$ cat src/hdl/relay_defs.svh
`ifndef RELAY_DEFS_SVH
`define RELAY_DEFS_SVH

// memory depth in bytes, address wraps modulo depth
`define RELAY_MEM_WORDS 1024

// bus widths
`define RELAY_DATA_W 8
`define RELAY_ADDR_W 16

// width of the FSA one-hot vectors
`define RELAY_STEPS 24

// abort points, in FSA steps
`define RELAY_LEN_SHORT 8
`define RELAY_LEN_MEM 12
`define RELAY_LEN_INC 14
`define RELAY_LEN_GOTO 24

`endif
$ cat src/hdl/relay_pkg.sv
`include "relay_defs.svh"

package relay_pkg;

  typedef enum logic [2:0] {
    REG_A  = 3'd0,
    REG_B  = 3'd1,
    REG_C  = 3'd2,
    REG_D  = 3'd3,
    REG_M1 = 3'd4,
    REG_M2 = 3'd5,
    REG_X  = 3'd6,
    REG_Y  = 3'd7
  } reg8_e;

  typedef enum logic [2:0] {
    FN_ADD = 3'd0,
    FN_INC = 3'd1,
    FN_AND = 3'd2,
    FN_OR  = 3'd3,
    FN_XOR = 3'd4,
    FN_NOT = 3'd5,
    FN_SHL = 3'd6,  // rotate left
    FN_CLR = 3'd7
  } alu_fn_e;

  // instruction length class
  typedef enum logic [1:0] {
    ABORT_8  = 2'd0,
    ABORT_12 = 2'd1,
    ABORT_14 = 2'd2,
    ABORT_24 = 2'd3
  } abort_e;

  // one instruction byte, five ways of reading it
  typedef union packed {
    struct packed {logic [1:0] op; reg8_e dst; reg8_e src;} mov8;
    struct packed {logic [1:0] op; logic rb; logic [4:0] imm;} setab;
    struct packed {logic [3:0] op; logic dst; alu_fn_e fn;} alu;
    struct packed {logic [5:0] op; logic [1:0] rg;} mem;
    struct packed {
      logic [1:0] op;
      logic       dst;     // 1 = J, 0 = M
      logic       c_sign;
      logic       c_carry;
      logic       c_zero;
      logic       c_nz;
      logic       link;
    } goto;
  } instr_u;

  typedef struct packed {
    logic sign;
    logic carry;
    logic zero;
  } ccr_t;

  typedef struct packed {
    logic ld;
    logic sel;
  } strobe_t;

  typedef struct packed {
    strobe_t [7:0] r8;      // indexed by reg8_e
    logic          j1_ld;
    logic          j2_ld;
    logic          inst_ld;
    logic          imm_sel; // setab immediate onto data bus
    logic          m_sel;
    logic          j_sel;
    strobe_t       xy;
    strobe_t       pc;
    strobe_t       inc;
    logic          mem_read;
    logic          mem_write;
    logic          ccr_load;
    logic          alu_en;  // alu result onto data bus
    alu_fn_e       alu_fn;
  } ctrl_bus_t;

  typedef struct packed {
    logic [`RELAY_DATA_W-1:0] a, b, c, d, m1, m2, x, y, j1, j2, inst;
    logic [`RELAY_ADDR_W-1:0] pc;
    ccr_t                     ccr;
  } panel_t;

endpackage

$ cat src/hdl/address_unit.sv
`timescale 1ns/1ps
`include "relay_defs.svh"

module address_unit (
  input  logic                     clock,
  input  logic                     arst_n,
  input  relay_pkg::ctrl_bus_t     control,
  input  logic [`RELAY_ADDR_W-1:0] m_val,
  input  logic [`RELAY_ADDR_W-1:0] j_val,
  input  logic [`RELAY_DATA_W-1:0] data_bus,
  output logic [`RELAY_ADDR_W-1:0] addr_bus,
  output logic [`RELAY_ADDR_W-1:0] pc,
  output logic [`RELAY_ADDR_W-1:0] xy
);
  import relay_pkg::*;

  logic [`RELAY_ADDR_W-1:0] inc_q;

  always_comb begin
    addr_bus = '0;
    if (control.pc.sel)  addr_bus |= pc;
    if (control.inc.sel) addr_bus |= inc_q;
    if (control.xy.sel)  addr_bus |= xy;
    if (control.m_sel)   addr_bus |= m_val;
    if (control.j_sel)   addr_bus |= j_val;
  end

  always_ff @(posedge clock or negedge arst_n) begin
    if (!arst_n) begin
      pc    <= '0;
      inc_q <= '0;
      xy    <= '0;
    end else begin
      if (control.pc.ld)  pc    <= addr_bus;
      if (control.inc.ld) inc_q <= addr_bus + 1'b1;  // 16-bit incrementer
      // XY takes a whole word or single bytes from MOV8
      if (control.xy.ld)
        xy <= addr_bus;
      else begin
        if (control.r8[REG_X].ld) xy[15:8] <= data_bus;
        if (control.r8[REG_Y].ld) xy[7:0]  <= data_bus;
      end
    end
  end

  a_addr_one_src: assert property (@(posedge clock) disable iff (!arst_n)
    $onehot0({control.pc.sel, control.inc.sel, control.xy.sel,
              control.m_sel, control.j_sel}));

endmodule

$ cat config.mk
export PLATFORM = sky130hd
export DESIGN_NAME = address_unit
export DESIGN_NICKNAME = d
export VERILOG_FILES = /design/src/hdl/relay_pkg.sv /design/src/hdl/address_unit.sv
export VERILOG_INCLUDE_DIRS = /design/src /design/src/hdl
export SDC_FILE = /design/constraint.sdc
export NUM_CORES = 1
export LEC_CHECK = 0
export ABC_AREA = 1
export BUFFER_PORTS_ARGS = -buffer_cell sky130_fd_sc_hd__buf_2
export CAP_MARGIN = 10
export CORE_MARGIN = 2
export CORE_UTILIZATION = 44
export CTS_CLUSTER_DIAMETER = 80
export DETAILED_ROUTE_END_ITERATION = 6
export PLACE_DENSITY = 0.79
export SYNTH_ARGS = -nofsm -noshare
export SYNTH_HDL_FRONTEND = slang
export SYNTH_SLANG_ARGS = --single-unit
$ cat constraint.sdc
create_clock -name clock -period 1.6 [get_ports clock]
set_input_delay 0.32 -clock clock [delete_from_list [all_inputs] [get_ports clock]]
set_output_delay 0.32 -clock clock [all_outputs]
set_load 0.05 [all_outputs]
==> impl_results.md, run 1 <==
- CP endpoint kind: register
- Post-Syn Instances: 420
- CTS root buffer: clkbuf_8
- Number of global-route vias before repair: 3432
- Crit path time final: 1.67 ns
- Hold path start: data_bus[1]
- GR Util met1: 0.347
- Clock buffer depth: 2
- P_leak: 2.40 nW
- Post-synth EDFFs: 0
- Vias per inst: 5.81
- Crit path DAT: 1.92 ns
- CP startpoint kind: input pin
- Largest net degree at the start of global routing: 49
- Buffers on Ports: 99
- Post-layout total power: 4.86 mW
- GRT busiest layer: met2
- First-pass GRT wire length: 16300 um
- Inserted Clock Buffers: 5
- Gp weighted congestion: 0.886
- Fmax: 600 MHz
- CTS clock-pin slew for the worst setup and hold paths: 0.10 ns
- WS Path Type: in -> reg
- Num ports: 125
- Final Util: 0.689
- ANT cells: 0
- CTS tree: yes
- Post-synthesis cell area: 3050 um2
- Final Setup Violations: 9
- Failing checks: setup timing
- Worst Reg-to-Reg Cells: 12
- Tcrit/Tclk final: 1.04
- Row cnt: 30
- GRT Total Usage: 0.278
- Die W: 87.2 um
- Fin. max-slew vios: 0
- Int Power: 2.66 mW
- Critical Path RT: 1.85 ns
- Sw frac: 0.452
- Crit path max fanout: 9
- Register area share after synthesis: 0.394
- Synth Register Bits: 48
- Flop2flop setup slack: -0.06 ns
- Post-Syn Area per Cell: 7.26 um2
- Die ar.: 7610 um2
- Initial Utilization: 0.451
- Seq pwr share: 0.320
- Slew headroom: 0.638
- Antenna Violating Nets Remaining: 0
- Share of cells above drive strength 1: 0.514
- Most common cell after layout, fill and taps aside: nand2_1
- R2R Path End: inc_q[15]$_DFFE_PN0P_
- CTS Sinks: 48
- Clock power share: 0.166
- Primary FF master, synth: dfrtp_1
- Status: finished with violations
- Netlist cell types: 29
- Total gr overflow: 0
- Skew final: 0.00345 ns
- Max cap viols: 0
- TritonRoute pass-1 iters: 5
- Chip height: 87.2 um
- Comb pwr share: 0.514
- Skew-Pair Late Insertion Delay: 0.31 ns
- DR iter-0 viols: 395
- Hold endpoint: xy[1]$_DFFE_PN0P_
- Via count: 3919
- Syn Nets: 498
- H-tree depth: 2
- Switching pwr: 2.20 mW
- Post-Place Cells: 627
- Final Hold Viols: 0
- Worst-margin pin slew: 0.542 ns
- Async set-reset flop share out of synthesis: 1.00
- Setup repair after global routing missed its margin: true
- Core Region: 6760 um2
- Area Overhead vs Synth: 52.8%
- Power density over cell area: 1040 nW/um2
- GRT met3 Usage: 0.0597
- Worst r2r src: inc_q[13]$_DFFE_PN0P_
- Drt drc: 0
- Hold Path Class: in -> reg
- Hold depth: 3
- Final setup margin: -0.0654 ns
- Met2 usage: 0.475
- Fin cells: 675
- Most frequent cells in the layout: nand2_1, buf_2, buf_4, nand2_2, dfrtp_1
- Synth warn: 0
- Post-layout nets: 672
- Routed wire length: 11900 um
- Wire per inst: 17.6 um
- Initial antenna violation count: 0
- VDD IR-drop max: 0.000680 V
- Hpwl dp: 7510 um
-- registers in the layout, summed over array words and instances (netlist names) --
| name | cells |
|---|---|
| inc_q | 16 |
| pc | 16 |
| xy | 16 |
-- metal layers --
metal | share of wire | wire (um) | up-vias
met1 | 0.37 | 4340 | 1834
met3 | 0.10 | 1200 | 81
met2 | 0.48 | 5700 | 324
met4 | 0.053 | 626 | 0
met5 | 0 | 0 | -
li1 | - | - | 1680
-- final cells by class --
cell class	count	area, um2
fillers	481	2100
flip-flops and latches	48	1220
clock buffers	6	82.6
repair buffers	184	1320
inverters	33	133
clock inverters	2	15.0
well taps	80	100
multi-input cells	322	1790
-- critical path, stage by stage --
cell and delay [ns]:
buf_2 0.21, buf_4 0.19, nand2_1 0.06, nand2_1 0.12, nor2_4 0.07, buf_4 0.13
buf_4 0.14, nor2_1 0.10, nand2_1 0.06, nor2_1 0.16, nand2_1 0.10, nand2_1 0.08
nand3_1 0.08, nand2_1 0.09
-- what timing repair did --
action | CTS | global route
setup endpoints to repair | 15 | 26
setup buffers | 17 | 23
endpoints found under the hold margin | 33 | 0
resized for setup | 39 | 56
gates cloned | 0 | 0
hold buffers | 1 | 0
pin swaps | 12 | 33
-- cells by family after synthesis --
group / Yosys count / share of synthesized area
AO/OA/AOI/OAI: 46 / 0.101
adder cells (fa/ha/maj): 1 / 0.00410
AND/OR/NAND/NOR: 275 / 0.416
flip-flops: 48 / 0.394
buffers and inverters: 50 / 0.0854
-- power groups by stage --
stage               Sequential (mW)  Clock [mW]  Combinational (mW)
global placement               1.56           0                1.95
CTS                            1.54       0.794                2.19
finish                         1.55       0.806                2.50
global route                   1.57       0.847                2.63
floorplan                      1.91           0                1.02
detailed placement             1.57           0                1.99
-- synthesized netlist by cell type (4+ instances only) --
library cell / n / share of area
nand2_1: 190 / 0.23
dfrtp_1: 48 / 0.39
inv_1: 28 / 0.034
nand3_1: 24 / 0.039
nor2_1: 24 / 0.030
o21ai_0: 19 / 0.031
o221ai_1: 16 / 0.046
nor2_4: 11 / 0.041
buf_6: 9 / 0.033
nand2_2: 9 / 0.018
nor2_2: 8 / 0.016
clkbuf_1: 5 / 0.0062
nand3_2: 5 / 0.016
a21oi_1: 4 / 0.0066
inv_2: 4 / 0.0049
-- how the worst max path moves through the flow --
stage	startpoint	to	slack [ns]	depth (start not counted)
after global routing	pc[14]$_DFFE_PN0P_	inc_q[15]$_DFFE_PN0P_	-0.11	12
after floorplan	pc[1]$_DFFE_PN0P_	inc_q[14]$_DFFE_PN0P_	-0.13	12
after global placement	control[7]	addr_bus[14]	-0.17	7
after CTS	inc_q[4]$_DFFE_PN0P_	addr_bus[4]	-0.05	5
final	control[13]	inc_q[15]$_DFFE_PN0P_	-0.07	14
after detailed placement	control[14]	addr_bus[14]	-0.18	7
-- through the flow --
stage | TNS [ns] | area (um2) | hold WS, ns | setup WS [ns]
final | -0.313 | 4660 | 0.361 | -0.0654
after detailed placement | -1.80 | 3970 | 0.326 | -0.183
after floorplan | -0.789 | 3140 | 0.0244 | -0.132
after CTS | -0.163 | 4330 | 0.349 | -0.0501
after global routing | -0.884 | 4660 | 0.355 | -0.114
after global placement | -1.28 | 3970 | 0.321 | -0.166
Note: power is estimated with default switching activity, not from simulation.
==> run 2, diff against run 1 <==
- CORE_ASPECT_RATIO: not set -> 0.75
- CORE_UTILIZATION: 44 -> 25
- PLACE_DENSITY: 0.79 -> 0.49
- clock period: 1.6 -> 1.7 ns (I/O delays scaled with it)
==> impl_results.md, run 2 (same netlist as run 1, synthesis figures left out) <==
- Status: complete, no violations (was finished with violations)
- Critical Path Source: inc_q[5]$_DFFE_PN0P_ (was control[13])
- Routed wire length: 11300 um (was 11900 um)
- Slew headroom: 0.743 (was 0.638)
- Crit path time final: 1.68 ns
- Most frequent cells in the layout: nand2_1, buf_2, buf_4, dfrtp_1, inv_1 (was nand2_1, buf_2, buf_4, nand2_2, dfrtp_1)
- Clock buffer depth: 2 (unchanged)
- GRT Total Usage: 0.172 (was 0.278)
- Total negative slack: 0 ns (was -0.313 ns)
- Power density over cell area: 1060 nW/um2 (was 1040 nW/um2)
- Hold Path Class: in -> reg (unchanged)
- Worst r2r src: inc_q[1]$_DFFE_PN0P_ (was inc_q[13]$_DFFE_PN0P_)
- Via count: 3338 (was 3919)
- TritonRoute pass-1 iters: 6 (was 5)
- GRT busiest layer: met1 (was met2)
- Row cnt: 34 (was 30)
- CTS clock-pin slew for the worst setup and hold paths: 0.07 ns (was 0.10 ns)
- Crit-path max cell delay: 0.40 ns (was 0.21 ns)
- Vias per inst: 4.55 (was 5.81)
- GRT met3 Usage: 0.0301 (was 0.0597)
- Gp weighted congestion: 0.820 (was 0.886)
- Fin. max-slew vios: 0 (unchanged)
- Die ar.: 13100 um2 (was 7610 um2)
- P_leak: 2.29 nW (was 2.40 nW)
- CP startpoint kind: register (was input pin)
- Initial antenna violation count: 0 (unchanged)
- Largest net degree at the start of global routing: 38 (was 49)
- Share of cells above drive strength 1: 0.426 (was 0.514)
- Final Setup Violations: 0 (was 9)
- # fillers: 1295 (was 481)
- Post-Place Cells: 706 (was 627)
- Tcrit/Tclk final: 0.986
- H-tree depth: 2 (unchanged)
- VDD IR-drop max: 0.000390 V (was 0.000680 V)
- Post-layout nets: 648 (was 672)
- Final hold slack: 0.395 ns (was 0.361 ns)
- Antenna Violating Nets Remaining: 0 (unchanged)
- Crit path max fanout: 2 (was 9)
- Die W: 131 um (was 87.2 um)
- Critical Path RT: 1.36 ns (was 1.85 ns)
- Inserted Clock Buffers: 5 (unchanged)
- Setup repair after global routing missed its margin: true (unchanged)
- Crit path max-delay family: flip-flops (was simple AND/OR/NAND/NOR gates)
- Hpwl dp: 8490 um (was 7510 um)
- CP Buf/Inv Count: 2 (was 4)
- GR Util met1: 0.268 (was 0.347)
- DR iter-0 viols: 191 (was 395)
- Initial Utilization: 0.260 (was 0.451)
- Reg area: 1220 um2 (about the same)
- Cell area after placement: 4050 um2 (was 3970 um2)
- Skew-Pair Late Insertion Delay: 0.30 ns (was 0.31 ns)
- Buffers on Ports: 99 (unchanged)
- Crit path DAT: 1.34 ns (was 1.92 ns)
- Worst-margin pin slew: 0.383 ns (was 0.542 ns)
- Hold path start: data_bus[4] (was data_bus[1])
- Design area: 4490 um2 (was 4660 um2)
- ANT cells: 0 (unchanged)
- Wire per inst: 15.4 um (was 17.6 um)
- Total gr overflow: 0 (unchanged)
- CTS Sinks: 48 (unchanged)
- Fin cells: 733 (was 675)
- Number of global-route vias before repair: 3139 (was 3432)
- Top flop regs: inc_q x16, pc x16, xy x16 (unchanged)
- Met2 usage: 0.253 (was 0.475)
- Drt drc: 0 (unchanged)
- WS Path Type: reg -> out (was in -> reg)
- Chip height: 99.6 um (was 87.2 um)
- Fmax: 597 MHz
- Area Overhead vs Synth: 47.3% (was 52.8%)
- CTS root buffer: clkbuf_16 (was clkbuf_8)
- Core Region: 11700 um2 (was 6760 um2)
- Final Util: 0.382 (was 0.689)
- Crit-path cells: nand2_1, nand3_2, nor2_4, clkinvlp_4, buf_8 (was buf_2, buf_4, nand2_1, nand2_1, nor2_4, buf_4, buf_4, nor2_1, nand2_1, nor2_1, nand2_1, nand2_1, nand3_1, nand2_1)
- Num ports: 125 (unchanged)
- Final Hold Viols: 0 (unchanged)
- First-pass GRT wire length: 17600 um (was 16300 um)
- Most common cell after layout, fill and taps aside: nand2_1 (unchanged)
- Slowest cell on crit path: dfrtp_1 (was buf_2)
- CTS tree: yes (unchanged)
- Max cap viols: 0 (unchanged)
- CP endpoint kind: primary output (was register)
- Footprint of the multi-input gates: 1690 um2 (was 1790 um2)
- Skew final: 0.00912 ns (was 0.00345 ns)
[run 2: stage by stage]
step                      setup WS, ns  power [mW]
after floorplan                -0.0621        2.75
after global placement          -0.108        3.35
after detailed placement        -0.113        3.36
after CTS                      -0.0390        4.70
after global routing           -0.0331        5.00
final                           0.0242        4.76
[run 2: layout make-up]
cell class              instances  share of cell area
flip-flops and latches         48               0.271
well taps                     162              0.0451
repair buffers                160               0.239
clock inverters                 1             0.00669
clock buffers                   7              0.0340
multi-input cells             322               0.376
inverters                      33              0.0284
[run 2: metal layers]
metal,up-vias,wire (um)
li1,1642,-
met3,11,539
met4,0,64
met5,-,0
met1,1580,5890
met2,105,4790
[run 2: final timing paths]
| path | slack, ns | depth (start not counted) | endpoint |
|---|---|---|---|
| setup / recovery | 0.02 | 5 | addr_bus[5] |
| hold / removal | 0.39 | 3 | xy[4]$_DFFE_PN0P_ |
| setup reg to reg | 0.08 | 13 | inc_q[12]$_DFFE_PN0P_ |
| hold reg to reg | 0.49 | 2 | inc_q[13]$_DFFE_PN0P_ |
| max in group asynchronous | 0.67 | 3 | xy[10]$_DFFE_PN0P_ |
| min in group asynchronous | 0.50 | 2 | inc_q[9]$_DFFE_PN0P_ |
[run 2: worst min-delay path, stage by stage]
cell and delay, ns:
buf_2 0.09, nand2_1 0.09, o221ai_1 0.11
[run 2: power breakdown]
part / switching [mW] / leakage (nW) / internal (mW)
Sequential: 0.134 / 0.539 / 1.32
Clock: 0.466 / 0.0901 / 0.776
Combinational: 1.36 / 1.66 / 0.696
[run 2: repair_timing]
item / in CTS / in global routing
setup endpoints to repair: 10 / 14
buffers inserted: 9 / 10
hold endpoints to repair: 11 / 0
gates resized for setup: 17 / 27
pin swaps: 7 / 10
hold buffers: 1 / 0
==> run 3, diff against run 2 <==
- CELL_PAD_IN_SITES_DETAIL_PLACEMENT: not set -> 2
- CELL_PAD_IN_SITES_GLOBAL_PLACEMENT: not set -> 2
- PLACE_DENSITY: 0.49 -> 0.81
==> impl_results.md, run 3 (same netlist as run 1, synthesis figures left out) <==
- Row cnt: 34 (unchanged)
- Initial Utilization: 0.260 (unchanged)
- Skew-Pair Late Insertion Delay: 0.31 ns (was 0.30 ns)
- Status: finished with violations (was complete, no violations)
- GRT Total Usage: 0.240 (was 0.172)
- Largest net degree at the start of global routing: 49 (was 38)
- Final Util: 0.408 (was 0.382)
- Area Overhead vs Synth: 57.3% (was 47.3%)
- Buffers on Ports: 99 (unchanged)
- Crit-path cells: nand2_2, nand3_2, nor2_4, clkinvlp_4, buf_8 (was nand2_1, nand3_2, nor2_4, clkinvlp_4, buf_8)
- Final Hold Viols: 0 (unchanged)
- Most common cell after layout, fill and taps aside: nand2_1 (unchanged)
- First-pass GRT wire length: 23900 um (was 17600 um)
- H-tree depth: 2 (unchanged)
- Power density over cell area: 1120 nW/um2 (was 1060 nW/um2)
- # fillers: 1367 (was 1295)
- Sw frac: 0.443 (was 0.413)
- Crit path max fanout: 3 (was 2)
- Core Region: 11700 um2 (unchanged)
- Final setup margin: -0.150 ns (was 0.0242 ns)
- Crit-path max cell delay: 0.42 ns (was 0.40 ns)
- Post-CTS Hold Buffers: 0 (was 1)
- Fmax: 540 MHz (was 597 MHz)
- Most frequent cells in the layout: nand2_1, buf_2, buf_4, dfrtp_1, nand2_2 (was nand2_1, buf_2, buf_4, dfrtp_1, inv_1)
- Slowest cell on crit path: dfrtp_1 (unchanged)
- Gp weighted congestion: 0.844 (was 0.820)
- Die ar.: 13100 um2 (unchanged)
- CTS root buffer: clkbuf_16 (unchanged)
- Clock power share: 0.258 (was 0.261)
- Failing checks: setup timing
- CTS tree: yes (unchanged)
- Switching pwr: 2.39 mW (was 1.96 mW)
- Chip height: 99.6 um (unchanged)
- Clock buffer depth: 2 (unchanged)
- Post-layout total power: 5.38 mW (was 4.76 mW)
- Slew headroom: 0.535 (was 0.743)
- Num ports: 125 (unchanged)
- Share of cells above drive strength 1: 0.485 (was 0.426)
- Critical Path RT: 1.36 ns (about the same)
- Number of global-route vias before repair: 4006 (was 3139)
- Inserted Clock Buffers: 5 (unchanged)
- Initial antenna violation count: 1 (was 0)
- Tcrit/Tclk final: 1.09 (was 0.986)
- Hpwl dp: 10700 um (was 8490 um)
- CTS clock-pin slew for the worst setup and hold paths: 0.09 ns (was 0.07 ns)
- Post-layout nets: 661 (was 648)
- Routed wire length: 18400 um (was 11300 um)
- Worst-margin pin slew: 0.695 ns (was 0.383 ns)
- TritonRoute pass-1 iters: 4 (was 6)
- CP startpoint kind: register (unchanged)
- Int Power: 3.00 mW (was 2.79 mW)
- Crit path DAT: 1.51 ns (was 1.34 ns)
- Fin. max-slew vios: 0 (unchanged)
- Total negative slack: -0.654 ns (was 0 ns)
- CP endpoint kind: primary output (unchanged)
- Crit path max-delay family: simple AND/OR/NAND/NOR gates (was flip-flops)
- Drt drc: 0 (unchanged)
- CP Buf/Inv Count: 2 (unchanged)
- Wire per inst: 24.7 um (was 15.4 um)
- Skew final: 0.0200 ns (was 0.00912 ns)
- Seq pwr share: 0.277 (was 0.306)
- Vias per inst: 5.13 (was 4.55)
- Final Setup Violations: 11 (was 0)
- WS Path Type: reg -> out (unchanged)
- Total gr overflow: 0 (unchanged)
- Die W: 131 um (unchanged)
- VDD IR-drop max: 0.000472 V (was 0.000390 V)
- Crit path time final: 1.85 ns (was 1.68 ns)
- CTS Sinks: 48 (unchanged)
- Max cap viols: 0 (unchanged)
- Comb pwr share: 0.465 (was 0.433)
- Flop2flop setup slack: -0.12 ns (was 0.08 ns)
- P_leak: 2.41 nW (was 2.29 nW)
- Hold Path Class: in -> async (was in -> reg)
- Top flop regs: inc_q x16, pc x16, xy x16 (unchanged)
- Antenna Violating Nets Remaining: 0 (unchanged)
- Via count: 3831 (was 3338)
- Setup repair after global routing missed its margin: true (unchanged)
- DR iter-0 viols: 192 (was 191)
## run 3: cell count changes in the layout (fill, tap and decap cells not counted), sizes merged
cell and change:
buf +12, bufinv +1, diode +1, dlygate4sd3 -1, inv +1
## run 3: power by group through the flow
stage | sequential [mW] | combinational (mW) | clock (mW)
after floorplan | 1.79 | 0.959 | 0
after global placement | 1.48 | 1.89 | 0
after detailed placement | 1.49 | 1.98 | 0
after CTS | 1.47 | 2.19 | 1.37
after global routing | 1.50 | 2.63 | 1.43
final | 1.49 | 2.51 | 1.39
## run 3: path summary, 6_finish.rpt
kind / from / end / cells past startpoint
max in group asynchronous: arst_n / pc[5]$_DFFE_PN0P_ / 2
worst min-delay path: arst_n / pc[14]$_DFFE_PN0P_ / 2
worst min register to register: inc_q[1]$_DFFE_PN0P_ / inc_q[1]$_DFFE_PN0P_ / 2
worst max register to register: xy[6]$_DFFE_PN0P_ / inc_q[15]$_DFFE_PN0P_ / 10
min in group clock: data_bus[4] / xy[12]$_DFFE_PN0P_ / 3
worst max-delay path: inc_q[5]$_DFFE_PN0P_ / addr_bus[5] / 5
## run 3: area by class of cell
| type | instances | area (um2) | area share |
|---|---|---|---|
| Timing Repair Buffer | 173 | 1270 | 0.265 |
| Antenna cell | 1 | 2.50 | 0.000522 |
| Sequential cell | 48 | 1220 | 0.254 |
| Tap cell | 162 | 203 | 0.0423 |
| Inverter | 33 | 135 | 0.0282 |
| Multi-Input combinational cell | 322 | 1770 | 0.370 |
| Clock buffer | 5 | 125 | 0.0261 |
| Clock inverter | 3 | 68.8 | 0.0144 |
## run 3: timing repair
item	in CTS	in global routing
setup endpoints to repair	15	25
hold endpoints to repair	0	0
setup buffers	17	15
cloned	0	0
gates resized for setup	38	58
pin swaps	13	18
## run 3: routing by layer
metal / share of wire / track usage
met5: 0 / 0
met4: 0.028 / 0.0569
met3: 0.044 / 0.0479
met2: 0.50 / 0.417
met1: 0.43 / 0.310
## run 3: worst reg2reg max path, stage by stage (launching register included)
cell and delay [ns]:
dfrtp_1 0.43, nand2_1 0.13, nand3_2 0.11, nor2_4 0.05, buf_4 0.16, nor2_4 0.19
nand2_2 0.11, nor2_2 0.19, nand3_1 0.13, nand3_1 0.14, nand2_1 0.07
## run 3: stage by stage
stage / instances / instance area, um2 / hold WS [ns] / setup slack, ns
finish: 747 / 4790 / 0.0257 / -0.150
global route: 746 / 4790 / 0.0486 / -0.173
CTS: 731 / 4510 / 0.0457 / -0.0784
detailed placement: 706 / 4070 / 0.359 / -0.221
global placement: 706 / 4070 / 0.356 / -0.102
floorplan: 420 / 3140 / 0.0444 / -0.0621
